File: config.mk
export PLATFORM = sky130hd
export DESIGN_NAME = rv_core_top
export DESIGN_NICKNAME = d
export VERILOG_FILES = /design/src/hdl/rv_core_pkg.sv /design/src/hdl/rv_fetch.sv /design/src/hdl/rv_decode.sv /design/src/hdl/rv_regfile.sv /design/src/hdl/rv_execute.sv /design/src/hdl/rv_lsu.sv /design/src/hdl/rv_core_top.sv
export VERILOG_INCLUDE_DIRS = /design/src /design/src/include
export SDC_FILE = /design/constraint.sdc
export NUM_CORES = 2
export LEC_CHECK = 0
export BUFFER_PORTS_ARGS = -buffer_cell sky130_fd_sc_hd__buf_2
export CELL_PAD_IN_SITES_DETAIL_PLACEMENT = 0
export CELL_PAD_IN_SITES_GLOBAL_PLACEMENT = 1
export CORE_ASPECT_RATIO = 0.9
export CORE_MARGIN = 1
export CORE_UTILIZATION = 48
export DETAILED_ROUTE_END_ITERATION = 10
export GPL_TIMING_DRIVEN = 1
export PLACE_DENSITY = 0.9
export SLEW_MARGIN = 20
export SYNTH_ARGS = -nofsm -noshare
export SYNTH_HDL_FRONTEND = slang
export SYNTH_SLANG_ARGS = --single-unit
export TNS_END_PERCENT = 1
File: constraint.sdc
create_clock -name clk -period 5 [get_ports clk]
set_input_delay 0.25 -clock clk [delete_from_list [all_inputs] [get_ports clk]]
set_output_delay 0.25 -clock clk [all_outputs]
set_load 0.01 [all_outputs]
File: src/include/rv_core_settings.svh
`ifndef RV_CORE_SETTINGS_SVH
`define RV_CORE_SETTINGS_SVH

// datapath and address width
`define RV_XLEN 32

// first fetch address after reset
`define RV_RESET_PC 32'h8000_0000

// register file geometry
`define RV_REG_ADDR_W 5
`define RV_NUM_REGS 32

// byte lanes per data word
`define RV_MASK_W 4

`endif

File: src/hdl/rv_core_pkg.sv
`default_nettype none

`include "rv_core_settings.svh"

package rv_core_pkg;

  // shared field view, funct7 only fills the top
  typedef struct packed {
    logic [6:0]                funct7;
    logic [`RV_REG_ADDR_W-1:0] rs2;
    logic [`RV_REG_ADDR_W-1:0] rs1;
    logic [2:0]                funct3;
    logic [`RV_REG_ADDR_W-1:0] rd;
    logic [6:0]                opcode;
  } common_fmt_t;

  typedef struct packed {
    logic [11:0]               imm;
    logic [`RV_REG_ADDR_W-1:0] rs1;
    logic [2:0]                funct3;
    logic [`RV_REG_ADDR_W-1:0] rd;
    logic [6:0]                opcode;
  } i_fmt_t;

  typedef struct packed {
    logic [6:0]                imm_hi; // imm[11:5]
    logic [`RV_REG_ADDR_W-1:0] rs2;
    logic [`RV_REG_ADDR_W-1:0] rs1;
    logic [2:0]                funct3;
    logic [4:0]                imm_lo; // imm[4:0]
    logic [6:0]                opcode;
  } s_fmt_t;

  typedef struct packed {
    logic [19:0]               imm; // imm[31:12]
    logic [`RV_REG_ADDR_W-1:0] rd;
    logic [6:0]                opcode;
  } u_fmt_t;

  typedef struct packed {
    logic                      imm20;
    logic [9:0]                imm10_1;
    logic                      imm11;
    logic [7:0]                imm19_12;
    logic [`RV_REG_ADDR_W-1:0] rd;
    logic [6:0]                opcode;
  } j_fmt_t;

  // one instruction word, read through the view its opcode picks
  typedef union packed {
    common_fmt_t c;
    i_fmt_t      i;
    s_fmt_t      s;
    u_fmt_t      u;
    j_fmt_t      j;
  } inst_t;

  typedef enum logic [6:0] {
    OP_LUI    = 7'b011_0111,
    OP_AUIPC  = 7'b001_0111,
    OP_JAL    = 7'b110_1111,
    OP_JALR   = 7'b110_0111,
    OP_LOAD   = 7'b000_0011,
    OP_STORE  = 7'b010_0011,
    OP_IMM    = 7'b001_0011,
    OP_SYSTEM = 7'b111_0011
  } opcode_e;

  typedef enum logic [1:0] {WB_SUM, WB_LINK, WB_LOAD} wb_sel_e;

  typedef enum logic [1:0] {OP1_RS1, OP1_PC, OP1_ZERO} op1_sel_e;

  // standard load/store funct3 codes
  typedef enum logic [2:0] {
    MEM_B  = 3'b000,
    MEM_H  = 3'b001,
    MEM_W  = 3'b010,
    MEM_BU = 3'b100,
    MEM_HU = 3'b101
  } mem_funct_e;

endpackage

`default_nettype wire

File: src/hdl/rv_fetch.sv
`timescale 1ns/1ps
`default_nettype none

`include "rv_core_settings.svh"

module rv_fetch (
  input  logic                clk,
  input  logic                rst_n,
  input  logic                is_jump,
  input  logic                halt_req,
  input  logic [`RV_XLEN-1:0] jump_target,
  output logic [`RV_XLEN-1:0] pc,
  output logic                active,
  output logic                halt
);

  logic [`RV_XLEN-1:0] next_pc;

  assign next_pc = is_jump ? jump_target : pc + `RV_XLEN'(4);

  always_ff @(posedge clk) begin
    if (!rst_n) begin
      pc     <= `RV_RESET_PC;
      active <= 1'b0;
      halt   <= 1'b0;
    end else if (active) begin
      if (halt_req) begin
        // ebreak retires here, pc stays on it until reset
        active <= 1'b0;
        halt   <= 1'b1;
      end else begin
        pc <= next_pc;
      end
    end else if (!halt) begin
      active <= 1'b1; // first edge out of reset
    end
  end

endmodule

`default_nettype wire

File: src/hdl/rv_decode.sv
`timescale 1ns/1ps
`default_nettype none

`include "rv_core_settings.svh"

module rv_decode import rv_core_pkg::*; (
  input  inst_t                     inst,
  input  logic                      active,
  output logic [`RV_REG_ADDR_W-1:0] rs1_addr,
  output logic [`RV_REG_ADDR_W-1:0] rs2_addr,
  output logic [`RV_REG_ADDR_W-1:0] rd_addr,
  output logic                      reg_we,
  output logic [`RV_XLEN-1:0]       imm,
  output op1_sel_e                  op1_sel,
  output wb_sel_e                   wb_sel,
  output logic                      mem_re,
  output logic                      mem_we,
  output mem_funct_e                mem_funct,
  output logic                      is_jump,
  output logic                      halt_req
);

  opcode_e             opcode;
  logic [`RV_XLEN-1:0] imm_i;
  logic [`RV_XLEN-1:0] imm_s;
  logic [`RV_XLEN-1:0] imm_u;
  logic [`RV_XLEN-1:0] imm_j;
  logic                load_ok;
  logic                store_ok;
  logic                dec_reg_we;
  logic                dec_mem_re;
  logic                dec_mem_we;
  logic                dec_jump;
  logic                dec_ebreak;

  assign opcode    = opcode_e'(inst.c.opcode);
  assign rs1_addr  = inst.c.rs1;
  assign rs2_addr  = inst.c.rs2;
  assign rd_addr   = inst.c.rd;
  assign mem_funct = mem_funct_e'(inst.c.funct3);

  // sign-extended immediates, one per format
  assign imm_i = {{(`RV_XLEN-12){inst.i.imm[11]}}, inst.i.imm};
  assign imm_s = {{(`RV_XLEN-12){inst.s.imm_hi[6]}}, inst.s.imm_hi, inst.s.imm_lo};
  assign imm_u = {inst.u.imm, 12'h000};
  assign imm_j = {{(`RV_XLEN-21){inst.j.imm20}}, inst.j.imm20, inst.j.imm19_12,
                  inst.j.imm11, inst.j.imm10_1, 1'b0};

  assign load_ok  = inst.c.funct3 inside {MEM_B, MEM_H, MEM_W, MEM_BU, MEM_HU};
  assign store_ok = inst.c.funct3 inside {MEM_B, MEM_H, MEM_W};

  always_comb begin
    imm        = '0;
    op1_sel    = OP1_RS1;
    wb_sel     = WB_SUM;
    dec_reg_we = 1'b0;
    dec_mem_re = 1'b0;
    dec_mem_we = 1'b0;
    dec_jump   = 1'b0;
    dec_ebreak = 1'b0;
    case (opcode)
      OP_LUI: begin
        imm        = imm_u;
        op1_sel    = OP1_ZERO;
        dec_reg_we = 1'b1;
      end
      OP_AUIPC: begin
        imm        = imm_u;
        op1_sel    = OP1_PC;
        dec_reg_we = 1'b1;
      end
      OP_JAL: begin
        imm        = imm_j;
        op1_sel    = OP1_PC;
        wb_sel     = WB_LINK;
        dec_reg_we = 1'b1;
        dec_jump   = 1'b1;
      end
      OP_JALR: begin
        imm        = imm_i;
        wb_sel     = WB_LINK;
        dec_reg_we = 1'b1;
        dec_jump   = 1'b1;
      end
      OP_LOAD: begin
        imm        = imm_i;
        wb_sel     = WB_LOAD;
        dec_reg_we = load_ok;
        dec_mem_re = load_ok; // bad funct3 falls through as a nop
      end
      OP_STORE: begin
        imm        = imm_s;
        dec_mem_we = store_ok;
      end
      OP_IMM: begin
        imm        = imm_i; // every op-imm adds
        dec_reg_we = 1'b1;
      end
      OP_SYSTEM: dec_ebreak = (inst.i.imm == 12'h001) && (inst.c.funct3 == 3'b000);
      default: ; // unknown opcode, just pc + 4
    endcase
  end

  // nothing fires while the core is idle or halted
  assign reg_we   = dec_reg_we & active;
  assign mem_re   = dec_mem_re & active;
  assign mem_we   = dec_mem_we & active;
  assign is_jump  = dec_jump & active;
  assign halt_req = dec_ebreak & active;

endmodule

`default_nettype wire

File: src/hdl/rv_regfile.sv
`timescale 1ns/1ps
`default_nettype none

`include "rv_core_settings.svh"

module rv_regfile (
  input  logic                      clk,
  input  logic                      rst_n,
  input  logic                      we,
  input  logic [`RV_REG_ADDR_W-1:0] waddr,
  input  logic [`RV_REG_ADDR_W-1:0] raddr1,
  input  logic [`RV_REG_ADDR_W-1:0] raddr2,
  input  logic [`RV_XLEN-1:0]       wdata,
  output logic [`RV_XLEN-1:0]       rdata1,
  output logic [`RV_XLEN-1:0]       rdata2
);

  logic [`RV_XLEN-1:0] regs [`RV_NUM_REGS];

  always_ff @(posedge clk) begin
    if (!rst_n) begin
      for (int i = 0; i < `RV_NUM_REGS; i++) begin
        regs[i] <= '0;
      end
    end else if (we && (waddr != '0)) begin
      regs[waddr] <= wdata; // x0 never written
    end
  end

  // x0 reads as zero
  assign rdata1 = (raddr1 == '0) ? '0 : regs[raddr1];
  assign rdata2 = (raddr2 == '0) ? '0 : regs[raddr2];

endmodule

`default_nettype wire

File: src/hdl/rv_execute.sv
`timescale 1ns/1ps
`default_nettype none

`include "rv_core_settings.svh"

module rv_execute import rv_core_pkg::*; (
  input  logic [`RV_XLEN-1:0] pc,
  input  logic [`RV_XLEN-1:0] rs1_data,
  input  logic [`RV_XLEN-1:0] imm,
  input  logic [`RV_XLEN-1:0] load_data,
  input  op1_sel_e            op1_sel,
  input  wb_sel_e             wb_sel,
  output logic [`RV_XLEN-1:0] sum,
  output logic [`RV_XLEN-1:0] wb_data
);

  logic [`RV_XLEN-1:0] op1;
  logic [`RV_XLEN-1:0] raw_sum;
  logic [`RV_XLEN-1:0] link_addr;

  always_comb begin
    case (op1_sel)
      OP1_RS1: op1 = rs1_data;
      OP1_PC:  op1 = pc;
      default: op1 = '0; // lui
    endcase
  end

  assign raw_sum   = op1 + imm;
  assign link_addr = pc + `RV_XLEN'(4);

  // link ops are jumps, target bit 0 dropped as jalr requires
  // (jal targets are already even)
  assign sum = (wb_sel == WB_LINK) ? {raw_sum[`RV_XLEN-1:1], 1'b0} : raw_sum;

  always_comb begin
    case (wb_sel)
      WB_LINK: wb_data = link_addr;
      WB_LOAD: wb_data = load_data;
      default: wb_data = raw_sum;
    endcase
  end

endmodule

`default_nettype wire

File: src/hdl/rv_lsu.sv
`timescale 1ns/1ps
`default_nettype none

`include "rv_core_settings.svh"

module rv_lsu import rv_core_pkg::*; (
  input  logic [`RV_XLEN-1:0]   addr,
  input  logic [`RV_XLEN-1:0]   store_src,
  input  logic [`RV_XLEN-1:0]   mem_rdata,
  input  mem_funct_e            mem_funct,
  input  logic                  mem_re,
  input  logic                  mem_we,
  output logic [`RV_XLEN-1:0]   dmem_addr,
  output logic [`RV_XLEN-1:0]   dmem_wdata,
  output logic [`RV_MASK_W-1:0] dmem_wmask,
  output logic                  dmem_we,
  output logic                  dmem_re,
  output logic [`RV_XLEN-1:0]   load_data
);

  logic [`RV_MASK_W-1:0] lane_mask;
  logic [7:0]            byte_lane;
  logic [15:0]           half_lane;

  assign dmem_addr = addr; // memory sees the full byte address
  assign dmem_we   = mem_we;
  assign dmem_re   = mem_re;

  // store side, data copied into every lane it could land in
  always_comb begin
    case (mem_funct)
      MEM_B: begin
        dmem_wdata = {4{store_src[7:0]}};
        lane_mask  = `RV_MASK_W'(1) << addr[1:0];
      end
      MEM_H: begin
        dmem_wdata = {2{store_src[15:0]}};
        lane_mask  = addr[1] ? 4'b1100 : 4'b0011;
      end
      default: begin
        dmem_wdata = store_src; // word, low address bits ignored
        lane_mask  = 4'b1111;
      end
    endcase
  end

  assign dmem_wmask = mem_we ? lane_mask : '0;

  // load side
  always_comb begin
    case (addr[1:0])
      2'd0:    byte_lane = mem_rdata[7:0];
      2'd1:    byte_lane = mem_rdata[15:8];
      2'd2:    byte_lane = mem_rdata[23:16];
      default: byte_lane = mem_rdata[31:24];
    endcase
  end

  assign half_lane = addr[1] ? mem_rdata[31:16] : mem_rdata[15:0];

  always_comb begin
    case (mem_funct)
      MEM_B:   load_data = {{(`RV_XLEN-8){byte_lane[7]}}, byte_lane};
      MEM_BU:  load_data = {{(`RV_XLEN-8){1'b0}}, byte_lane};
      MEM_H:   load_data = {{(`RV_XLEN-16){half_lane[15]}}, half_lane};
      MEM_HU:  load_data = {{(`RV_XLEN-16){1'b0}}, half_lane};
      default: load_data = mem_rdata;
    endcase
  end

endmodule

`default_nettype wire

File: src/hdl/rv_core_top.sv
`timescale 1ns/1ps
`default_nettype none

`include "rv_core_settings.svh"

module rv_core_top import rv_core_pkg::*; (
  input  logic                  clk,
  input  logic                  rst_n,
  // instruction memory
  output logic [`RV_XLEN-1:0]   imem_addr,
  input  logic [`RV_XLEN-1:0]   imem_rdata,
  // data memory
  output logic [`RV_XLEN-1:0]   dmem_addr,
  output logic [`RV_XLEN-1:0]   dmem_wdata,
  output logic [`RV_MASK_W-1:0] dmem_wmask,
  output logic                  dmem_we,
  output logic                  dmem_re,
  input  logic [`RV_XLEN-1:0]   dmem_rdata,
  // status
  output logic [`RV_XLEN-1:0]   pc,
  output logic                  halt
);

  inst_t                     inst;
  logic                      active;
  logic                      is_jump;
  logic                      halt_req;
  logic [`RV_REG_ADDR_W-1:0] rs1_addr;
  logic [`RV_REG_ADDR_W-1:0] rs2_addr;
  logic [`RV_REG_ADDR_W-1:0] rd_addr;
  logic                      reg_we;
  logic [`RV_XLEN-1:0]       imm;
  op1_sel_e                  op1_sel;
  wb_sel_e                   wb_sel;
  logic                      mem_re;
  logic                      mem_we;
  mem_funct_e                mem_funct;
  logic [`RV_XLEN-1:0]       rs1_data;
  logic [`RV_XLEN-1:0]       rs2_data;
  logic [`RV_XLEN-1:0]       sum; // alu result, jump target and data address
  logic [`RV_XLEN-1:0]       wb_data;
  logic [`RV_XLEN-1:0]       load_data;

  assign imem_addr = pc;
  assign inst      = imem_rdata;

  rv_fetch u_rv_fetch (
    .clk         (clk),
    .rst_n       (rst_n),
    .is_jump     (is_jump),
    .halt_req    (halt_req),
    .jump_target (sum),
    .pc          (pc),
    .active      (active),
    .halt        (halt)
  );

  rv_decode u_rv_decode (
    .inst      (inst),
    .active    (active),
    .rs1_addr  (rs1_addr),
    .rs2_addr  (rs2_addr),
    .rd_addr   (rd_addr),
    .reg_we    (reg_we),
    .imm       (imm),
    .op1_sel   (op1_sel),
    .wb_sel    (wb_sel),
    .mem_re    (mem_re),
    .mem_we    (mem_we),
    .mem_funct (mem_funct),
    .is_jump   (is_jump),
    .halt_req  (halt_req)
  );

  rv_regfile u_rv_regfile (
    .clk    (clk),
    .rst_n  (rst_n),
    .we     (reg_we),
    .waddr  (rd_addr),
    .raddr1 (rs1_addr),
    .raddr2 (rs2_addr),
    .wdata  (wb_data),
    .rdata1 (rs1_data),
    .rdata2 (rs2_data)
  );

  rv_execute u_rv_execute (
    .pc        (pc),
    .rs1_data  (rs1_data),
    .imm       (imm),
    .load_data (load_data),
    .op1_sel   (op1_sel),
    .wb_sel    (wb_sel),
    .sum       (sum),
    .wb_data   (wb_data)
  );

  rv_lsu u_rv_lsu (
    .addr       (sum),
    .store_src  (rs2_data),
    .mem_rdata  (dmem_rdata),
    .mem_funct  (mem_funct),
    .mem_re     (mem_re),
    .mem_we     (mem_we),
    .dmem_addr  (dmem_addr),
    .dmem_wdata (dmem_wdata),
    .dmem_wmask (dmem_wmask),
    .dmem_we    (dmem_we),
    .dmem_re    (dmem_re),
    .load_data  (load_data)
  );

endmodule

`default_nettype wire

# After elaboration in Yosys (flattened, before gate mapping)
# Memories as Yosys holds them, arrays and structs flattened.
# Index checks and enable logic that the tools add are counted.
# word_totals
in_bits	66
mem_bits_rw	1024
mem_count	1
register_bits	34
out_inout_bits	135
# mem_list
memory	words	word_bits	rd	rd_clocked_by_memory_dff	wr	line	rtl
u_rv_regfile.regs	32	32	2	0	32	rv_regfile.sv:18	logic [`RV_XLEN-1:0] regs [`RV_NUM_REGS];
# classes
mux	31
eq_ne	18
shifts	1
addsub	2
reduce_logical	18
n_bitwise	6
# ops
cell	n
$pmux W32 S4	2
$pmux W32 S2	3
$mux W32	4
$add A32 B3 Y32 const B	1
$add A32 B32 Y32	1
$reduce_or A32 Y1	1
$pmux W8 S3	1
$eq A7 B7 Y1 const B	3
$mux W16	1
$eq A7 B5 Y1 const B	2
$eq A7 B6 Y1 const B	2
$mux W1	13
$eq A12 B1 Y1 const B	1
$logic_not A5 Y1	2
$reduce_bool A5 Y1	2
$mux W4	2
$pmux W2 S2	2
$pmux W4 S2	1
$eq A7 B2 Y1 const B	1
$eq A2 B1 Y1 const B	3
$eq A3 B3 Y1 const B	2
$reduce_or A2 Y1	3
$and A1 B1 Y1	5
$mux W5	1
other kinds (13)	17

# Depth between registers and ports, before layout
# logic_depth
ltp_word	12
depth_mapped	24
mapped_depth_nobuf	17

# Modules after synthesis
# Synthesis repeated with hierarchy kept, for this count alone.
# hier_totals
hier_cells	4593
area_unflattened_um2	62063.3
# by_module_without_submodules
module	seq_area_each_um2	n_inst	area_per_inst_um2	cells_per_inst
rv_regfile	30749.5	1	54204.5	3509
rv_execute	0.0	1	3311.9	477
rv_fetch	680.7	1	2119.5	282
rv_lsu	0.0	1	1475.2	201
rv_decode	0.0	1	711.9	92
rv_core_top	0.0	1	240.2	32

# Worst setup path before layout
# No wires, ideal clock.
# synth_timing
path_type	in2reg
from	input imem_rdata[16]
to	memory u_rv_regfile.regs[1][22] (netlist name), data pin
stages	21
t_arrival_ps	5173
setup_slack_ps	-439
cell_sequence	buf_2 buf_1 clkbuf_1 clkbuf_1 buf_1 mux4_2 a221oi_1 o21ai_0 a22o_1 ha_1 inv_1 fa_1 inv_2 mux4_2 o21ai_0 a22oi_1 clkbuf_1 o22ai_1 mux2i_1 clkbuf_1 nor2_1
# synth_rtl
item	line	rtl
from (decl)	rv_core_top.sv:11	input logic [`RV_XLEN-1:0] imem_rdata,
to (decl)	rv_regfile.sv:18	

==> impl_metrics.yaml <==
status:
  outcome: "finished with violations"
  violations: "negative setup slack"
power:
  seqPwrFrac_pct: 45.8
  power_mw: 22.2
  clkPwrFrac_pct: 36.7
  p_switching_mw: 6.11
  power.density_mw_per_mm2: 323
  ir_drop_mv: 0.287
  p_int_mw: 16.1
  comb_power_share_pct: 17.5
  leakagePower_nw: 25.0
  swShare_pct: 27.5
synthesis:
  syn_area_per_cell_um2: 13.3
  ys_types: 83
  syn_inst: 4407
  seq_area_frac_synth_pct: 53.7
  ys_seq_elements: 1058
  yosys_warnings: 0
  synth_top_area_share_pct: 52.5
  synth_edf_count: 1024
  yosysMostFrequentCell: "edfxtp_1"
  yosysTopAreaCell: "edfxtp_1"
  ys_top_cells_by_count: "1024 x edfxtp_1, 966 x nor2_1, 550 x mux4_2"
  synth_area_leaders: "edfxtp_1 53%, mux4_2 21%, nor2_1 6.2%, clkbuf_1 2.2%, mux2i_1 1.8%"
  synth-main-ff-cell: "edfxtp_1"
  syn_area_mm2: 0.0586
  synth_async_sr_flop_share_pct: 0
clocking:
  clkLatencyLatePin_ns: 0.74
  cts.sinks: 1058
  cts-root-buf: "clkbuf_16"
  cts_inserted_buffers: 104
  clk_pin_slew_ns: 0.07
  cts_tree: "done"
  clk_path_buf_depth: 3
  htreeDepth: 3
drt:
  vias: 44951
  vias_per_cell: 7.02
  postRouteWirelength_um: 215000
  postRouteAntennaNets: 0
  drc: 0
  wl_per_cell_um: 33.6
  dr.pass1.iters: 8
  drtIter0Drc: 8257
global_routing:
  grt_max_degree: 111
  grt_pass1_wl_um: 305000
  grt_antenna_before_repair: 4
  grt_usage_pct: 34.4
  grt_overflow_total: 0
  grt_pass1_vias: 44298
timing:
  finClkSkew_ns: 0.0334
  rsz0062_at_grt: "yes"
  worst_slack_ns: -0.132
  timing.fmax_ghz: 0.195
  finalCritPeriodShare_pct: 103
  drv_slew: 0
  setup_violations: 14
  slew_headroom_pct: 14.4
  hold_violations: 0
  worstMarginPinSlew_ns: 1.28
  finalCriticalPeriod_ns: 5.13
layout:
  drive_gt1_share_pct: 34.4
  area_growth_pct: 17.5
  nets: 4815
  nFillCells: 9269
  final_area_mm2: 0.0688
setup_path:
  crit_path_start_kind: "flop"
  crit_chain: "mux4_2 -> mux4_2 -> nand2_1 -> o21ai_2 -> a22o_1 -> ha_2 -> buf_4 -> a211oi_4 -> o311a_1 -> buf_4 -> nor4_2 -> buf_4 -> o211ai_1 -> buf_4 -> a21oi_2 -> or3_4 -> and2_4 -> buf_2"
  path_class: "flop to output pin"
  path_common_cell: "buf_4"
  required_ns: 4.75
  cp.arrival_ns: 4.88
  critPathCaptureType: "output pin"
  max_stage_delay_ns: 0.55
  path_buf_inv: 5
  crit_fanout: 3
  cp_top_family: "compound AO/OA/AOI/OAI gates"
  cp_slowest_cell: "mux4_2"
place:
  io_buffers: 200
  gp_congestion: 0.961
  hpwl_um: 137000
  dpl_cell_area_mm2: 0.0645
floorplan:
  start_util_pct: 48.4
  die_w_um: 370
  pin_count: 201
  std_cell_rows: 121
  dieArea_mm2: 0.123
  die_h_um: 333
  core_mm2: 0.121
worst_hold_path:
  hold_class: "primary input to flop"
job:
  cap_violations: 0
[worst min-delay path: stages]
cell and delay [ns]:
buf_2 0.12, nor4bb_1 0.09, and4_1 0.15, buf_4 0.20, a21oi_1 0.15
[final cells by class]
class / count / area (um2) / share of cell area, %
antenna: 3 / 7.51 / 0.0109
multi-input combinational: 2835 / 26100 / 37.9
sequential: 1058 / 31400 / 45.7
inverter: 51 / 191 / 0.278
clock buffer: 120 / 2680 / 3.90
clock inverter: 70 / 772 / 1.12
tap: 1599 / 2000 / 2.91
timing repair buffer: 664 / 5660 / 8.23
[layout by cell type (no fill, tap or decap), types with 15 or more instances in the layout]
master / Yosys / routed
a21o_1: 38 / 38
a21oi_1: 128 / 114
a221oi_1: 37 / 24
a22o_1: 48 / 47
buf_12: 0 / 86
buf_2: 58 / 187
buf_4: 36 / 376
clkbuf_1: 345 / 15
clkbuf_16: 0 / 105
clkinv_1: 2 / 27
clkinv_2: 0 / 20
conb_1: 1 / 32
dfxtp_1: 34 / 34
edfxtp_1: 1024 / 1024
ha_1: 34 / 24
inv_1: 47 / 46
mux2_2: 43 / 40
mux2i_1: 105 / 101
mux4_2: 550 / 550
nand2_1: 178 / 115
nand2_2: 0 / 62
nand2b_1: 23 / 21
nand3_1: 28 / 27
nor2_1: 966 / 962
nor3_1: 128 / 123
nor3_2: 34 / 39
o211ai_1: 15 / 15
o21ai_0: 103 / 76
o21ai_1: 11 / 16
o21ai_2: 0 / 19
o221ai_1: 33 / 31
o22ai_1: 40 / 34
xnor2_1: 30 / 23
xor2_1: 17 / 16
[metal layers]
layer | wire length [um] | vias to the layer above | global-route usage [%]
met5 | 260 | - | 0
met4 | 13900 | 8 | 18.5
met3 | 37000 | 899 | 12.8
met2 | 92800 | 4450 | 49.7
met1 | 71300 | 22062 | 45.2
li1 | - | 17532 | -
[repair_timing]
| item | 4_1_cts | 5_1_grt |
|---|---|---|
| pin swaps | 39 | 14 |
| hold buffers | 1 | 0 |
| setup endpoints to repair | 317 | 134 |
| endpoints found under the hold margin | 1 | 0 |
| setup buffers | 18 | 3 |
| gates resized for setup | 102 | 47 |
[per-stage QoR]
stage                     util [%]  instances  setup TNS [ns]  setup WS [ns]  hold WS [ns]
after global routing          56.9       6397           -2.69         -0.245         0.298
after floorplan                  -       4438          -16.44         -0.112         0.432
after detailed placement      53.3       6192         -196.93         -0.502         0.486
after global placement        53.3       6192         -162.72         -0.440         0.478
final                         56.9       6400           -1.05         -0.132         0.267
after CTS                     56.7       6394           -1.00         -0.127         0.229
[logic make-up after synthesis]
kind of cell | share of synthesized area, %
compound gates | 6.45
other cells | 0.00640
xor+xnor | 0.703
fa+ha+maj | 0.761
simple gates | 10.7
buf+inv | 3.90
flops | 53.7
mux | 23.8
[power groups by stage]
stage                     Clock, mW  Combinational [mW]  Sequential [mW]
after floorplan                   0                2.03             10.3
after global placement            0                3.60             10.3
after CTS                      8.13                3.74             10.2
after detailed placement          0                3.63             10.3
after global routing           8.45                3.98             10.2
final                          8.16                3.90             10.2
[state kept, by name, summed over array words and instances, names as in the netlist]
name	count
u_rv_fetch.active	1
u_rv_fetch.halt	1
u_rv_fetch.pc	32
u_rv_regfile.regs	1024
[final timing paths]
path,from,slack (ns),cells after the start,end
worst min-delay path,imem_rdata[2],0.27,5,u_rv_fetch.active
worst max-delay path,u_rv_regfile.regs[23][0],-0.13,18,dmem_addr[23]
worst min register to register,u_rv_fetch.halt,0.50,2,u_rv_fetch.halt
worst max register to register,u_rv_regfile.regs[31][8],0.13,18,u_rv_regfile.regs[29][28]
No activity file was read; power rests on OpenSTA's default activity.
